$ cat src/source/fec_pkg.sv
`default_nettype none

package fec_pkg;

    // ==================================================
    // Code dimensions
    // ==================================================
    localparam int SYM_SIZE  = 8;
    localparam int RS_K      = 4;
    localparam int RS_2T     = 2;
    localparam int RS_N      = RS_K + RS_2T;
    // Pairs of erased positions out of RS_N
    localparam int NUM_H     = RS_N * (RS_N - 1) / 2;
    localparam int ERR_LOC_W = $clog2(NUM_H);

    // Field polynomial x^8 + x^4 + x^3 + x^2 + 1
    localparam logic [SYM_SIZE:0] GF_POLY = 9'h11D;

    // ==================================================
    // Types
    // ==================================================
    typedef logic [SYM_SIZE-1:0]                        sym_t;
    typedef logic [RS_K-1:0][SYM_SIZE-1:0]              data_t;
    typedef logic [RS_2T-1:0][SYM_SIZE-1:0]             parity_t;
    typedef logic [ERR_LOC_W-1:0]                       err_loc_t;
    typedef logic [RS_N-1:0]                            err_vec_t;
    typedef logic [RS_K-1:0][RS_K-1:0][SYM_SIZE-1:0]    h_matrix_t;
    typedef logic [RS_2T-1:0][RS_K-1:0][SYM_SIZE-1:0]   gen_matrix_t;
    typedef err_vec_t  [NUM_H-1:0]                      err_lut_t;
    typedef h_matrix_t [NUM_H-1:0]                      h_lut_t;

    // Position i is data[i] below RS_K, parity[i-RS_K] above
    typedef struct packed {
        parity_t parity;
        data_t   data;
    } codeword_t;

    typedef struct packed {
        data_t    survivors;
        err_loc_t err_loc;
    } dec_in_t;

    typedef struct packed {
        data_t     survivors;
        h_matrix_t h_matrix;
        err_vec_t  err_vec;
    } hsel_t;

    // ==================================================
    // GF(2^8) arithmetic
    // ==================================================
    function automatic sym_t gf_mul(input sym_t a, input sym_t b);
        sym_t acc;
        sym_t sh;
        acc = '0;
        sh  = a;
        for (int i = 0; i < SYM_SIZE; i++) begin
            if (b[i]) acc ^= sh;
            // Multiply by x and reduce
            sh = sh[SYM_SIZE-1] ? ((sh << 1) ^ GF_POLY[SYM_SIZE-1:0]) : (sh << 1);
        end
        return acc;
    endfunction

    // a^254 built from the squares a^2 .. a^128, zero maps to zero
    function automatic sym_t gf_inv(input sym_t a);
        sym_t sq;
        sym_t r;
        sq = a;
        r  = 8'd1;
        for (int k = 1; k < SYM_SIZE; k++) begin
            sq = gf_mul(sq, sq);
            r  = gf_mul(r, sq);
        end
        return r;
    endfunction

    // ==================================================
    // Constant tables
    // ==================================================
    // Cauchy parity rows
    function automatic gen_matrix_t make_rs_gen();
        gen_matrix_t g;
        for (int j = 0; j < RS_2T; j++) begin
            for (int i = 0; i < RS_K; i++) begin
                g[j][i] = gf_inv(sym_t'(j + RS_K) ^ sym_t'(i));
            end
        end
        return g;
    endfunction

    localparam gen_matrix_t RS_GEN = make_rs_gen();

    // Erased pairs (a, b) with a < b in lexicographic order
    function automatic err_lut_t make_err_loc_lut();
        err_lut_t lut;
        int       e;
        lut = '0;
        e   = 0;
        for (int a = 0; a < RS_N; a++) begin
            for (int b = a + 1; b < RS_N; b++) begin
                lut[e][a] = 1'b1;
                lut[e][b] = 1'b1;
                e++;
            end
        end
        return lut;
    endfunction

    localparam err_lut_t RS_ERR_LOC_LUT = make_err_loc_lut();

    // Inverse of the surviving generator rows via Gauss-Jordan
    function automatic h_matrix_t make_h_matrix(input err_vec_t erased);
        h_matrix_t m;
        h_matrix_t inv;
        sym_t      piv;
        sym_t      f;
        sym_t      tmp;
        int        row;
        int        sel;
        m   = '0;
        inv = '0;
        row = 0;
        for (int p = 0; p < RS_N; p++) begin
            if (!erased[p] && row < RS_K) begin
                if (p < RS_K) m[row][p] = 8'd1;
                else m[row] = RS_GEN[p-RS_K];
                row++;
            end
        end
        for (int k = 0; k < RS_K; k++) inv[k][k] = 8'd1;

        for (int k = 0; k < RS_K; k++) begin
            // Lowest row at or below k with a nonzero pivot
            sel = k;
            for (int r = RS_K - 1; r >= k; r--) begin
                if (m[r][k] != '0) sel = r;
            end
            for (int c = 0; c < RS_K; c++) begin
                tmp         = m[k][c];
                m[k][c]     = m[sel][c];
                m[sel][c]   = tmp;
                tmp         = inv[k][c];
                inv[k][c]   = inv[sel][c];
                inv[sel][c] = tmp;
            end
            piv = gf_inv(m[k][k]);
            for (int c = 0; c < RS_K; c++) begin
                m[k][c]   = gf_mul(m[k][c], piv);
                inv[k][c] = gf_mul(inv[k][c], piv);
            end
            for (int r = 0; r < RS_K; r++) begin
                if (r != k) begin
                    f = m[r][k];
                    for (int c = 0; c < RS_K; c++) begin
                        m[r][c]   ^= gf_mul(f, m[k][c]);
                        inv[r][c] ^= gf_mul(f, inv[k][c]);
                    end
                end
            end
        end
        return inv;
    endfunction

    function automatic h_lut_t make_h_lut();
        h_lut_t lut;
        for (int e = 0; e < NUM_H; e++) begin
            lut[e] = make_h_matrix(RS_ERR_LOC_LUT[e]);
        end
        return lut;
    endfunction

    localparam h_lut_t RS_H_LUT = make_h_lut();

endpackage

`default_nettype wire
$ cat src/source/rs_fec_top.sv
`timescale 1ns/10ps
`default_nettype none

module rs_fec_top (
    input  wire                   clk,
    input  wire                   rst_n,

    // Encoder input
    input  wire fec_pkg::data_t   enc_data,
    input  wire                   enc_valid,
    output logic                  enc_ready,

    // Encoder output
    output fec_pkg::codeword_t    enc_cw,
    output logic                  enc_cw_valid,
    input  wire                   enc_cw_ready,

    // Decoder input, survivors already compressed
    input  wire fec_pkg::dec_in_t dec_in,
    input  wire                   dec_valid,
    output logic                  dec_ready,

    // Decoder output
    output fec_pkg::data_t        dec_data,
    output logic                  dec_data_valid,
    input  wire                   dec_data_ready
);

    import fec_pkg::*;

    // ==================================================
    // Encoder branch
    // ==================================================
    rs_encode u_encode (
        .clk           (clk),
        .rst_n         (rst_n),
        .data_in       (enc_data),
        .data_in_valid (enc_valid),
        .data_in_ready (enc_ready),
        .cw_out        (enc_cw),
        .cw_out_valid  (enc_cw_valid),
        .cw_out_ready  (enc_cw_ready)
    );

    // ==================================================
    // Decoder pipeline
    // ==================================================
    hsel_t hsel;
    logic  hsel_valid;
    logic  hsel_ready;

    rs_decode_h_select u_h_select (
        .clk          (clk),
        .rst_n        (rst_n),
        .dec_in       (dec_in),
        .dec_in_valid (dec_valid),
        .dec_in_ready (dec_ready),
        .hsel_out     (hsel),
        .hsel_valid   (hsel_valid),
        .hsel_ready   (hsel_ready)
    );

    rs_decode u_decode (
        .clk            (clk),
        .rst_n          (rst_n),
        .hsel_in        (hsel),
        .hsel_valid     (hsel_valid),
        .hsel_ready     (hsel_ready),
        .data_out       (dec_data),
        .data_out_valid (dec_data_valid),
        .data_out_ready (dec_data_ready)
    );

endmodule

`default_nettype wire

$ cat src/source/rs_decode.sv
`timescale 1ns/10ps
`default_nettype none

// Second decoder stage, data = H * survivors
module rs_decode (
    input  wire                 clk,
    input  wire                 rst_n,

    input  wire fec_pkg::hsel_t hsel_in,
    input  wire                 hsel_valid,
    output logic                hsel_ready,

    output fec_pkg::data_t      data_out,
    output logic                data_out_valid,
    input  wire                 data_out_ready
);

    import fec_pkg::*;

    data_t data_next;

    // ==================================================
    // Matrix times vector over GF(2^8)
    // ==================================================
    always_comb begin
        data_next = '0;
        for (int r = 0; r < RS_K; r++) begin
            for (int c = 0; c < RS_K; c++) begin
                data_next[r] ^= gf_mul(hsel_in.h_matrix[r][c], hsel_in.survivors[c]);
            end
        end
    end

    // Output register
    rs_pipe_stage #(
        .payload_t (data_t)
    ) u_stage (
        .clk       (clk),
        .rst_n     (rst_n),
        .in_data   (data_next),
        .in_valid  (hsel_valid),
        .in_ready  (hsel_ready),
        .out_data  (data_out),
        .out_valid (data_out_valid),
        .out_ready (data_out_ready)
    );

endmodule

`default_nettype wire

$ cat src/source/rs_decode_h_select.sv
`timescale 1ns/10ps
`default_nettype none

// First decoder stage, erasure index to inverse matrix
module rs_decode_h_select (
    input  wire                  clk,
    input  wire                  rst_n,

    input  wire fec_pkg::dec_in_t dec_in,
    input  wire                  dec_in_valid,
    output logic                 dec_in_ready,

    output fec_pkg::hsel_t       hsel_out,
    output logic                 hsel_valid,
    input  wire                  hsel_ready
);

    import fec_pkg::*;

    hsel_t    hsel_next;
    logic     loc_ok;

    // Indices past the last pattern have no table entry
    assign loc_ok = (dec_in.err_loc < err_loc_t'(NUM_H));

    // ==================================================
    // Table lookup
    // ==================================================
    always_comb begin
        hsel_next.survivors = dec_in.survivors;
        if (loc_ok) begin
            hsel_next.h_matrix = RS_H_LUT[dec_in.err_loc];
            hsel_next.err_vec  = RS_ERR_LOC_LUT[dec_in.err_loc];
        end else begin
            // Zero matrix yields zero data
            hsel_next.h_matrix = '0;
            hsel_next.err_vec  = '0;
        end
    end

    rs_pipe_stage #(
        .payload_t (hsel_t)
    ) u_stage (
        .clk       (clk),
        .rst_n     (rst_n),
        .in_data   (hsel_next),
        .in_valid  (dec_in_valid),
        .in_ready  (dec_in_ready),
        .out_data  (hsel_out),
        .out_valid (hsel_valid),
        .out_ready (hsel_ready)
    );

endmodule

`default_nettype wire

$ cat src/source/rs_encode.sv
`timescale 1ns/10ps
`default_nettype none

module rs_encode (
    input  wire                 clk,
    input  wire                 rst_n,

    input  wire fec_pkg::data_t data_in,
    input  wire                 data_in_valid,
    output logic                data_in_ready,

    output fec_pkg::codeword_t  cw_out,
    output logic                cw_out_valid,
    input  wire                 cw_out_ready
);

    import fec_pkg::*;

    codeword_t cw_next;

    // ==================================================
    // Parity from the Cauchy generator
    // ==================================================
    always_comb begin
        cw_next.data   = data_in;
        cw_next.parity = '0;
        for (int j = 0; j < RS_2T; j++) begin
            for (int i = 0; i < RS_K; i++) begin
                cw_next.parity[j] ^= gf_mul(RS_GEN[j][i], data_in[i]);
            end
        end
    end

    // Codeword register
    rs_pipe_stage #(
        .payload_t (codeword_t)
    ) u_stage (
        .clk       (clk),
        .rst_n     (rst_n),
        .in_data   (cw_next),
        .in_valid  (data_in_valid),
        .in_ready  (data_in_ready),
        .out_data  (cw_out),
        .out_valid (cw_out_valid),
        .out_ready (cw_out_ready)
    );

endmodule

`default_nettype wire

$ cat src/source/rs_pipe_stage.sv
`timescale 1ns/10ps
`default_nettype none

// Single register slice with valid/ready handshake
module rs_pipe_stage #(
    parameter type payload_t = logic
) (
    input  wire           clk,
    input  wire           rst_n,

    input  wire payload_t in_data,
    input  wire           in_valid,
    output logic          in_ready,

    output payload_t      out_data,
    output logic          out_valid,
    input  wire           out_ready
);

    // Accept when empty or when the held item leaves this cycle
    assign in_ready = !out_valid || out_ready;

    always_ff @(posedge clk or negedge rst_n) begin
        if (!rst_n) begin
            out_valid <= 1'b0;
        end else if (in_ready) begin
            out_valid <= in_valid;
        end
    end

    // Payload only moves on a transfer
    always_ff @(posedge clk) begin
        if (in_valid && in_ready) begin
            out_data <= in_data;
        end
    end

endmodule

`default_nettype wire

$ cat config.mk
export PLATFORM = sky130hd
export DESIGN_NAME = rs_fec_top
export DESIGN_NICKNAME = d
export VERILOG_FILES = /design/src/source/fec_pkg.sv /design/src/source/rs_fec_top.sv /design/src/source/rs_decode.sv /design/src/source/rs_decode_h_select.sv /design/src/source/rs_encode.sv /design/src/source/rs_pipe_stage.sv
export SDC_FILE = /design/constraint.sdc
export NUM_CORES = 1
export LEC_CHECK = 0
export ABC_AREA = 0
export BUFFER_PORTS_ARGS = -buffer_cell sky130_fd_sc_hd__buf_2
export CELL_PAD_IN_SITES_DETAIL_PLACEMENT = 2
export CELL_PAD_IN_SITES_GLOBAL_PLACEMENT = 2
export CORE_MARGIN = 4
export CORE_UTILIZATION = 35
export CTS_BUF_LIST = sky130_fd_sc_hd__clkbuf_16
export DETAILED_ROUTE_END_ITERATION = 7
export GPL_ROUTABILITY_DRIVEN = 0
export PLACE_DENSITY = 0.78
export RECOVER_POWER = 50
export SLEW_MARGIN = 20
export SYNTH_ARGS = -nofsm -noshare
export SYNTH_HDL_FRONTEND = slang
export SYNTH_SLANG_ARGS = --single-unit
$ cat constraint.sdc
create_clock -name clk -period 3.65 [get_ports clk]
set_clock_uncertainty 0.1 [all_clocks]
set_input_delay 0.365 -clock clk [delete_from_list [all_inputs] [get_ports clk]]
set_output_delay 0.365 -clock clk [all_outputs]
set_load 0.005 [all_outputs]
==> results of run 1 <==
==> worst register-to-register path: stages, from the launching register on <==
cell	delay, ns
edfxtp_1	0.90
xor2_1	0.51
xnor2_1	0.30
xnor2_1	0.49
nand2_1	0.14
xnor2_1	0.22
xnor2_1	0.15
xnor3_1	0.43
==> stage by stage <==
step                instances  util (%)
finish                   4186      40.3
global route             4186      40.3
CTS                      4186      40.5
detailed placement       4095      38.8
global placement         4095      38.8
floorplan                3048         -
==> power breakdown <==
part / switching (mW) / total [mW] / internal [mW]
registers: 0.402 / 3.66 / 3.26
logic: 5.01 / 9.83 / 4.82
clock network: 1.27 / 2.24 / 0.972
==> sequential cells by signal, summed over array words and instances, names as in the netlist <==
signal                        count
u_decode.u_stage.out_valid        1
u_decode.u_stage.out_data        32
u_encode.u_stage.out_data        48
u_h_select.u_stage.out_valid      1
u_encode.u_stage.out_valid        1
u_h_select.u_stage.out_data     114
==> layer usage <==
layer | part of all wire, % | up-vias
li1 | - | 9952
met1 | 39 | 12100
met2 | 49 | 1026
met3 | 6.3 | 342
met4 | 5.9 | 0
met5 | 0 | -
==> placed cells by master (no fill, tap or decap), types with 6 or more instances in the layout <==
cell           instances
edfxtp_1             194
nand2b_1              37
xnor3_1               59
buf_4                156
nor2b_1               33
nor2_1                69
mux2_2                13
a21oi_1               53
nand2_1              746
nand3_1               15
clkinv_1               7
a22oi_1               22
dlygate4sd3_1         59
xnor2_1              898
xor2_1               349
o22ai_1                8
mux2i_1               45
a211oi_1               6
xor3_1                12
o211ai_1              12
ha_1                   7
o21ai_0               69
buf_12                18
buf_2                 52
clkbuf_1             106
a32oi_1                6
nor3b_1               10
inv_1                 37
nor3_1                13
clkbuf_16             17
or2_2                  7
a31oi_1                6
==> repair_timing <==
action                                 in CTS  in global routing
buffers inserted                            0                  0
endpoints found under the hold margin      61                  0
hold buffers                               59                  0
==> layout make-up <==
type,count,area (µm²)
Fill cell,8194,43500
Multi-Input combinational cell,2563,18600
Sequential cell,197,5900
Timing Repair Buffer,391,2780
Tap cell,959,1200
Clock buffer,17,425
Clock inverter,15,223
Inverter,44,165
==> kinds of logic after synthesis <==
logic type | after synthesis | share of synthesized area, %
xor gates and xnor gates | 1322 | 49.0
and+or+nand+nor | 956 | 15.3
buffers and inverters | 288 | 4.51
AOI/OAI and AO/OA | 218 | 5.38
DFF | 197 | 23.0
muxes | 60 | 2.47
adders and majority gates | 7 | 0.341
==> path summary, 6_finish.rpt <==
path	from	endpoint	slack, ns	cells past startpoint
max in group asynchronous	rst_n	u_encode.u_stage.out_valid	3.15	2
min in group asynchronous	rst_n	u_decode.u_stage.out_valid	0.11	2
worst min register to register	u_h_select.u_stage.out_valid	u_decode.u_stage.out_valid	0.40	1
worst max-delay path	u_h_select.u_stage.out_data[61]	u_decode.u_stage.out_data[12]	0.15	7
worst max register to register	u_h_select.u_stage.out_data[61]	u_decode.u_stage.out_data[12]	0.15	7
worst min-delay path	dec_data_ready	u_decode.u_stage.out_valid	0.04	3
==> results.yml, run 1 <==
status:
  status: "finished with violations"
  violations: "capacitance limit, slew limit"
floorplanning:
  num_rows: 99
  start_util_pct: 35.3
  dieArea_um2: 77800
  core-area_um2: 72800
  fp.dieH_um: 279
  die_x_um: 279
  ioPinCount: 158
hold_path:
  hold_path_class: "input port to flop"
timing:
  worstMarginPinSlew_ns: 2.27
  report.final.hold_viol_count: 0
  drv_slew: 49
  rsz0062_at_grt: "false"
  fin_crit_sh_pct: 96.0
  fin_crit_ns: 3.50
  finalSetupTns_ns: 0
  setup_viol: 0
  relSlewSlack_pct: -51.4
  whs_ns: 0.0354
  final.setup.worst_slack_ns: 0.145
  fmax_mhz: 285
power:
  leakage_nw: 11.2
  max-vdd-ir-drop_mv: 0.319
  power_mw: 15.7
  powerDensity_nw_per_um2: 536
cells_and_area:
  final_area_um2: 29300
  n_antenna_cell: 0
  drive_above_1_share_pct: 8.99
  synthToLayoutAreaGrowth_pct: 14.2
  fin_nets: 3295
yosys:
  yosysTopAreaCell: "xnor2_1"
  synthFlopType: "edfxtp_1"
  synth-seq-area-share_pct: 23.0
  yosys_warnings: 0
  syn-num-nets: 3129
  syn_avg_cell_area_um2: 8.43
  netlist_top_cells_count: "898 x xnor2_1, 746 x nand2_1, 349 x xor2_1, 194 x edfxtp_1, 129 x clkbuf_1"
  synth_edf_count: 194
  synthArstFlopShare_pct: 1.52
  synth.top_cell.area_share_pct: 30.6
  syn_area_um2: 25700
  yosys-top-cells-area: "xnor2_1 31%, edfxtp_1 23%, xor2_1 12%"
  synth_most_common_cell: "xnor2_1"
  postSynthCellCount: 3048
  ys_ff_latch: 197
  ys_types: 58
clocking:
  clk_latency_ns: 0.53
  h-tree-depth: 4
  cts_inserted_buffers: 17
  clock_sinks: 197
  cts_root_buf: "clkbuf_16"
  clkTransAtPathRegs_ns: 0.10
  cts-resized-gates: 0
  cts_tree: "done"
  max-clock-path-buffers: 2
critical_path:
  path_cells: "xor2_1, xnor2_1, xnor2_1, nand2_1, xnor2_1, xnor2_1, xnor3_1"
  cp.required_ns: 3.82
  path_buf_inv: 0
  path_class: "flop to flop"
  crit_path_top_delay_cell: "edfxtp_1"
  end_kind: "flop"
  path_max_fanout: 12
  cpLargestDelayFamily: "XOR/XNOR gates"
  crit_path_start_kind: "flop"
  slowest_delay_ns: 0.90
  cpMostUsedCell: "xnor2_1"
  cp.arrival_ns: 3.67
global_routing:
  grt_pass1_vias: 26100
  grt.met3_usage_pct: 4.57
  grt_pass1_wl_um: 181000
  overflow: 0
  met1_usage_pct: 37.9
  grt_max_degree: 115
  use_met2_pct: 53.8
  antenna_found_initial: 2
  gr-max-usage-layer: "met2"
  grt_usage_pct: 31.2
detailed_routing:
  routed_wl_um: 124000
  vias: 23400
  initialDrtViolationCount: 2034
  remaining_drc_errors: 0
  wl_per_cell_um: 29.6
  dr.pass1.iters: 5
  drtAntennaViolNets: 0
  vias_per_cell: 5.59
placement:
  portBuffers: 157
  place_ws_ns: 0.213
  placed_cell_area_um2: 28200
  dp_hpwl_um: 89400
job:
  max_cap_violations: 1
No activity file was read; power rests on OpenSTA's default activity.
==> run 2, diff against run 1 <==
--- a/config.mk
+++ b/config.mk
@@ -9,6 +9,7 @@
 export BUFFER_PORTS_ARGS = -buffer_cell sky130_fd_sc_hd__buf_2
 export CELL_PAD_IN_SITES_DETAIL_PLACEMENT = 2
 export CELL_PAD_IN_SITES_GLOBAL_PLACEMENT = 2
+export CORE_ASPECT_RATIO = 1.75
 export CORE_MARGIN = 4
 export CORE_UTILIZATION = 35
 export CTS_BUF_LIST = sky130_fd_sc_hd__clkbuf_16
==> results.yml, run 2 (synthesis gave the netlist of run 1 again) <==
cells_and_area:
  layout_commonest_cell: "xnor2_1"
  synthToLayoutAreaGrowth_pct: 13.2
  final_area_um2: 29100
  fin_nets: 3289
  regMostFlops: "u_h_select.u_stage.out_data"
  seqCellArea_um2: 5900
  multiInputGateArea_um2: 18600
  nFillCells: 8135
  drive_above_1_share_pct: 8.91
  reg_top3: "u_h_select.u_stage.out_data x114, u_encode.u_stage.out_data x48, u_decode.u_stage.out_data x32"
  final_cell_mix: "898 x xnor2_1, 746 x nand2_1, 349 x xor2_1"
  fin_cells: 4152
  largest_register_ffs: 114
placement:
  dpl.cell_count: 4073
  portBuffers: 157
  dp_hpwl_um: 94100
  placed_cell_area_um2: 28200
timing:
  drv_slew: 44
  fin_crit_ns: 3.50
  setup_viol: 0
  report.final.hold_viol_count: 0
  rsz0062_at_grt: "false"
  fin_crit_sh_pct: 95.9
  relSlewSlack_pct: -25.6
  finalSetupTns_ns: 0
  whs_ns: 0.0978
  fmax_mhz: 286
  worstMarginPinSlew_ns: 1.88
global_routing:
  gr-max-usage-layer: "met2"
  grt_pass1_vias: 26700
  use_met2_pct: 56.3
  grt_usage_pct: 31.9
  grt_max_degree: 45
  overflow: 0
  met1_usage_pct: 31.9
  grt.met3_usage_pct: 5.07
  grt_pass1_wl_um: 182000
  antenna_found_initial: 4
power:
  powerDensity_nw_per_um2: 538
  power_mw: 15.7
  max-vdd-ir-drop_mv: 0.390
  leakage_nw: 11.1
floorplanning:
  num_rows: 131
  start_util_pct: 35.2
  dieArea_um2: 78000
  die_x_um: 213
  fp.dieH_um: 366
  ioPinCount: 158
  core-area_um2: 72900
critical_path:
  startpoint: "u_h_select.u_stage.out_data[35]"
  path_class: "flop to flop"
  reg2reg_depth: 8
  path_cells: "buf_4, xnor2_1, xnor2_1, nand2_1, xor2_1, xnor2_1, xnor2_1, xnor3_1"
  end_kind: "flop"
  crit_path_top_delay_cell: "xnor2_1"
  r2r_end: "u_decode.u_stage.out_data[4]"
  slowest_delay_ns: 0.67
  crit_path_start_kind: "flop"
  rr_startpoint: "u_h_select.u_stage.out_data[35]"
  cp.required_ns: 3.79
  path_max_fanout: 14
  r2r_setup_slack_ns: 0.15
  cp.arrival_ns: 3.64
  crit_end: "u_decode.u_stage.out_data[4]"
  cpMostUsedCell: "xnor2_1"
detailed_routing:
  initialDrtViolationCount: 1493
  vias: 23400
  remaining_drc_errors: 0
  drtAntennaViolNets: 0
  routed_wl_um: 127000
  vias_per_cell: 5.64
  dr.pass1.iters: 5
  wl_per_cell_um: 30.5
clocking:
  clock_sinks: 197
  clkTransAtPathRegs_ns: 0.08
  max-clock-path-buffers: 2
  cts_setup_buffers: 0
  cts_tree: "done"
  clk_latency_ns: 0.50
  cts_inserted_buffers: 17
  h-tree-depth: 4
  cts_root_buf: "clkbuf_16"
status:
  violations: "capacitance limit, slew limit"
  status: "finished with violations"
job:
  max_cap_violations: 2
hold_path:
  hold_path_class: "input port to flop"
## run 2: area by class of cell
class,count,share of cell area (%)
timing repair buffer,385,9.06
multi-input combinational,2563,64.1
inverter,44,0.567
sequential,197,20.3
clock inverter,14,0.576
antenna,1,0.00860
clock buffer,17,1.46
tap,931,4.00
## run 2: worst min path at each step
stage | start | endpoint | cells after the start
3_3_place_gp | rst_n | u_encode.u_stage.out_valid | 1
3_5_place_dp | rst_n | u_h_select.u_stage.out_valid | 1
2_1_floorplan | rst_n | u_decode.u_stage.out_valid | 0
6_report | dec_data_ready | u_h_select.u_stage.out_valid | 3
4_1_cts | enc_data[4] | u_encode.u_stage.out_data[4] | 1
5_1_grt | enc_data[19] | u_encode.u_stage.out_data[19] | 1
## run 2: worst max-delay path, delay by kind of cell, from the launching register on
family,cells,cell delay (ns)
xor gates and xnor gates,6,1.97
and+or+nand+nor,1,0.15
DFF,1,0.66
buffers and inverters,1,0.35
## run 2: what timing repair did
item                                   CTS  global route
endpoints found under the hold margin   49             0
gates resized for setup                  0             0
hold buffers                            47             0
## run 2: power breakdown
part | internal, mW | leakage [nW] | total, mW | switching, mW
clock network | 1.03 | 0.284 | 2.11 | 1.08
registers | 3.25 | 1.92 | 3.64 | 0.388
logic | 4.82 | 8.91 | 9.91 | 5.09
## run 2: routing by layer
metal  share of wire [%]  routed length [µm]  vias to the layer above
met5               0.025                  32                        -
met4                  11               14000                        4
met3                 5.4                6810                      567
met2                  50               63600                     1080
met1                  33               42100                    11800
li1                    -                   -                     9955
## run 2: stage by stage
step	util, %	worst slack, ns
3_5_place_dp	38.6	0.206
6_report	39.9	0.149
4_1_cts	40.1	0.196
3_3_place_gp	38.6	0.240
2_1_floorplan	-	0.766
5_1_grt	39.9	0.0490
==> run 3, diff against run 2 <==
==> constraint.sdc (replaced) <==
create_clock -name clk -period 3.65 [get_ports clk]
set_clock_uncertainty 0.1 [all_clocks]
set_input_delay 0.1825 -clock clk [delete_from_list [all_inputs] [get_ports clk]]
set_output_delay 0.1825 -clock clk [all_outputs]
set_load 0.005 [all_outputs]
==> results.yml, run 3 (synthesis gave the netlist of run 1 again) <==
status:
  status: "finished with violations"
  violations: "capacitance limit, slew limit"
cells_and_area:
  post-route-util_pct: 40.3
  seqCellArea_um2: 5900
  regMostFlops: "u_h_select.u_stage.out_data"
  reg_top3: "u_h_select.u_stage.out_data x114, u_encode.u_stage.out_data x48, u_decode.u_stage.out_data x32"
  layout_commonest_cell: "xnor2_1"
  final_area_um2: 29400
  drive_above_1_share_pct: 9.04
  fin_nets: 3319
  fin_cells: 4183
  synthToLayoutAreaGrowth_pct: 14.4
  nFillCells: 8177
  final_cell_mix: "898 x xnor2_1, 746 x nand2_1, 349 x xor2_1"
  multiInputGateArea_um2: 18600
  largest_register_ffs: 114
placement:
  portBuffers: 157
  dp_hpwl_um: 95300
  place_ws_ns: 0.197
  dpl.cell_count: 4078
  placed_cell_area_um2: 28200
power:
  leakage_nw: 11.3
  power_mw: 15.8
  powerDensity_nw_per_um2: 539
  max-vdd-ir-drop_mv: 0.426
detailed_routing:
  initialDrtViolationCount: 1459
  vias: 23500
  vias_per_cell: 5.62
  routed_wl_um: 128000
  dr.pass1.iters: 6
  wl_per_cell_um: 30.7
  drtAntennaViolNets: 0
  remaining_drc_errors: 0
timing:
  whs_ns: 0.148
  setup_viol: 0
  report.final.hold_viol_count: 0
  final.setup.worst_slack_ns: 0.201
  relSlewSlack_pct: -69.3
  fin_crit_sh_pct: 94.5
  fmax_mhz: 290
  finalSetupTns_ns: 0
  worstMarginPinSlew_ns: 2.54
  drv_slew: 85
  rsz0062_at_grt: "false"
  fin_crit_ns: 3.45
global_routing:
  overflow: 0
  grt_pass1_wl_um: 184000
  antenna_found_initial: 2
  grt_pass1_vias: 26900
  grt_max_degree: 45
  grt_usage_pct: 32.4
critical_path:
  cpLargestDelayFamily: "XOR/XNOR gates"
  cp.required_ns: 3.79
  end_kind: "flop"
  slowest_delay_ns: 0.67
  path_class: "flop to flop"
  path_max_fanout: 14
  cp.arrival_ns: 3.59
  path_cells: "buf_4, xnor2_1, xnor2_1, nand2_1, xor2_1, xnor2_1, xnor2_1, xnor3_1"
  path_buf_inv: 1
  crit_path_start_kind: "flop"
  crit_path_top_delay_cell: "edfxtp_1"
  cpMostUsedCell: "xnor2_1"
floorplanning:
  ioPinCount: 158
  num_rows: 131
  die_x_um: 213
  core-area_um2: 72900
  start_util_pct: 35.2
  dieArea_um2: 78000
  fp.dieH_um: 366
job:
  max_cap_violations: 3
clocking:
  h-tree-depth: 4
  cts_inserted_buffers: 17
  cts_setup_buffers: 0
  clkTransAtPathRegs_ns: 0.09
  clk_latency_ns: 0.51
  cts_tree: "done"
  cts_root_buf: "clkbuf_16"
  max-clock-path-buffers: 2
  clock_sinks: 197
hold_path:
  hold_path_class: "input port to flop"
==> run 3: cell types whose count changed in the layout (fill, tap and decap cells not counted), moves of 2 or more <==
| cell | before | now |
|---|---|---|
| and2_0 | 8 | 5 |
| and2_1 | 3 | 7 |
| buf_12 | 13 | 10 |
| clkinvlp_4 | 3 | 1 |
| buf_2 | 44 | 46 |
| dlygate4sd3_1 | 47 | 72 |
| buf_4 | 168 | 176 |
==> run 3: worst min-delay path: stages <==
cell and delay, ns:
buf_2 0.20, nor2_1 0.14, a211oi_1 0.05
==> run 3: report_power, final <==
part / internal, mW / switching, mW / total [mW]
clock network: 1.12 / 1.13 / 2.25
registers: 3.26 / 0.393 / 3.65
logic: 4.84 / 5.11 / 9.94
==> run 3: routing by layer <==
layer	routed length, µm	GRT usage (%)
met4	14400	29.3
met1	42200	31.9
met5	0	0
met3	7150	4.89
met2	64600	57.3
==> run 3: worst paths after layout <==
path	cells after the start	endpoint	slack [ns]	startpoint
min in group asynchronous	3	u_encode.u_stage.out_valid	0.50	rst_n
max	8	u_decode.u_stage.out_data[4]	0.20	u_h_select.u_stage.out_data[35]
min reg2reg	1	u_decode.u_stage.out_valid	0.44	u_h_select.u_stage.out_valid
max reg2reg	8	u_decode.u_stage.out_data[4]	0.20	u_h_select.u_stage.out_data[35]
min	3	u_h_select.u_stage.out_data[19]	0.15	dec_in[1]
max in group asynchronous	3	u_decode.u_stage.out_valid	2.79	rst_n
==> run 3: area by class of cell <==
class                      count  area share [%]
clock inverter                15           0.719
sequential                   197            20.1
antenna                        1         0.00851
timing repair buffer         415            9.83
tap                          931            3.96
multi-input combinational   2563            63.4
inverter                      44           0.562
clock buffer                  17            1.45
==> run 3: what timing repair did <==
item	in CTS	in global routing
hold buffers	72	0
resized for setup	0	0
hold endpoints to repair	72	0
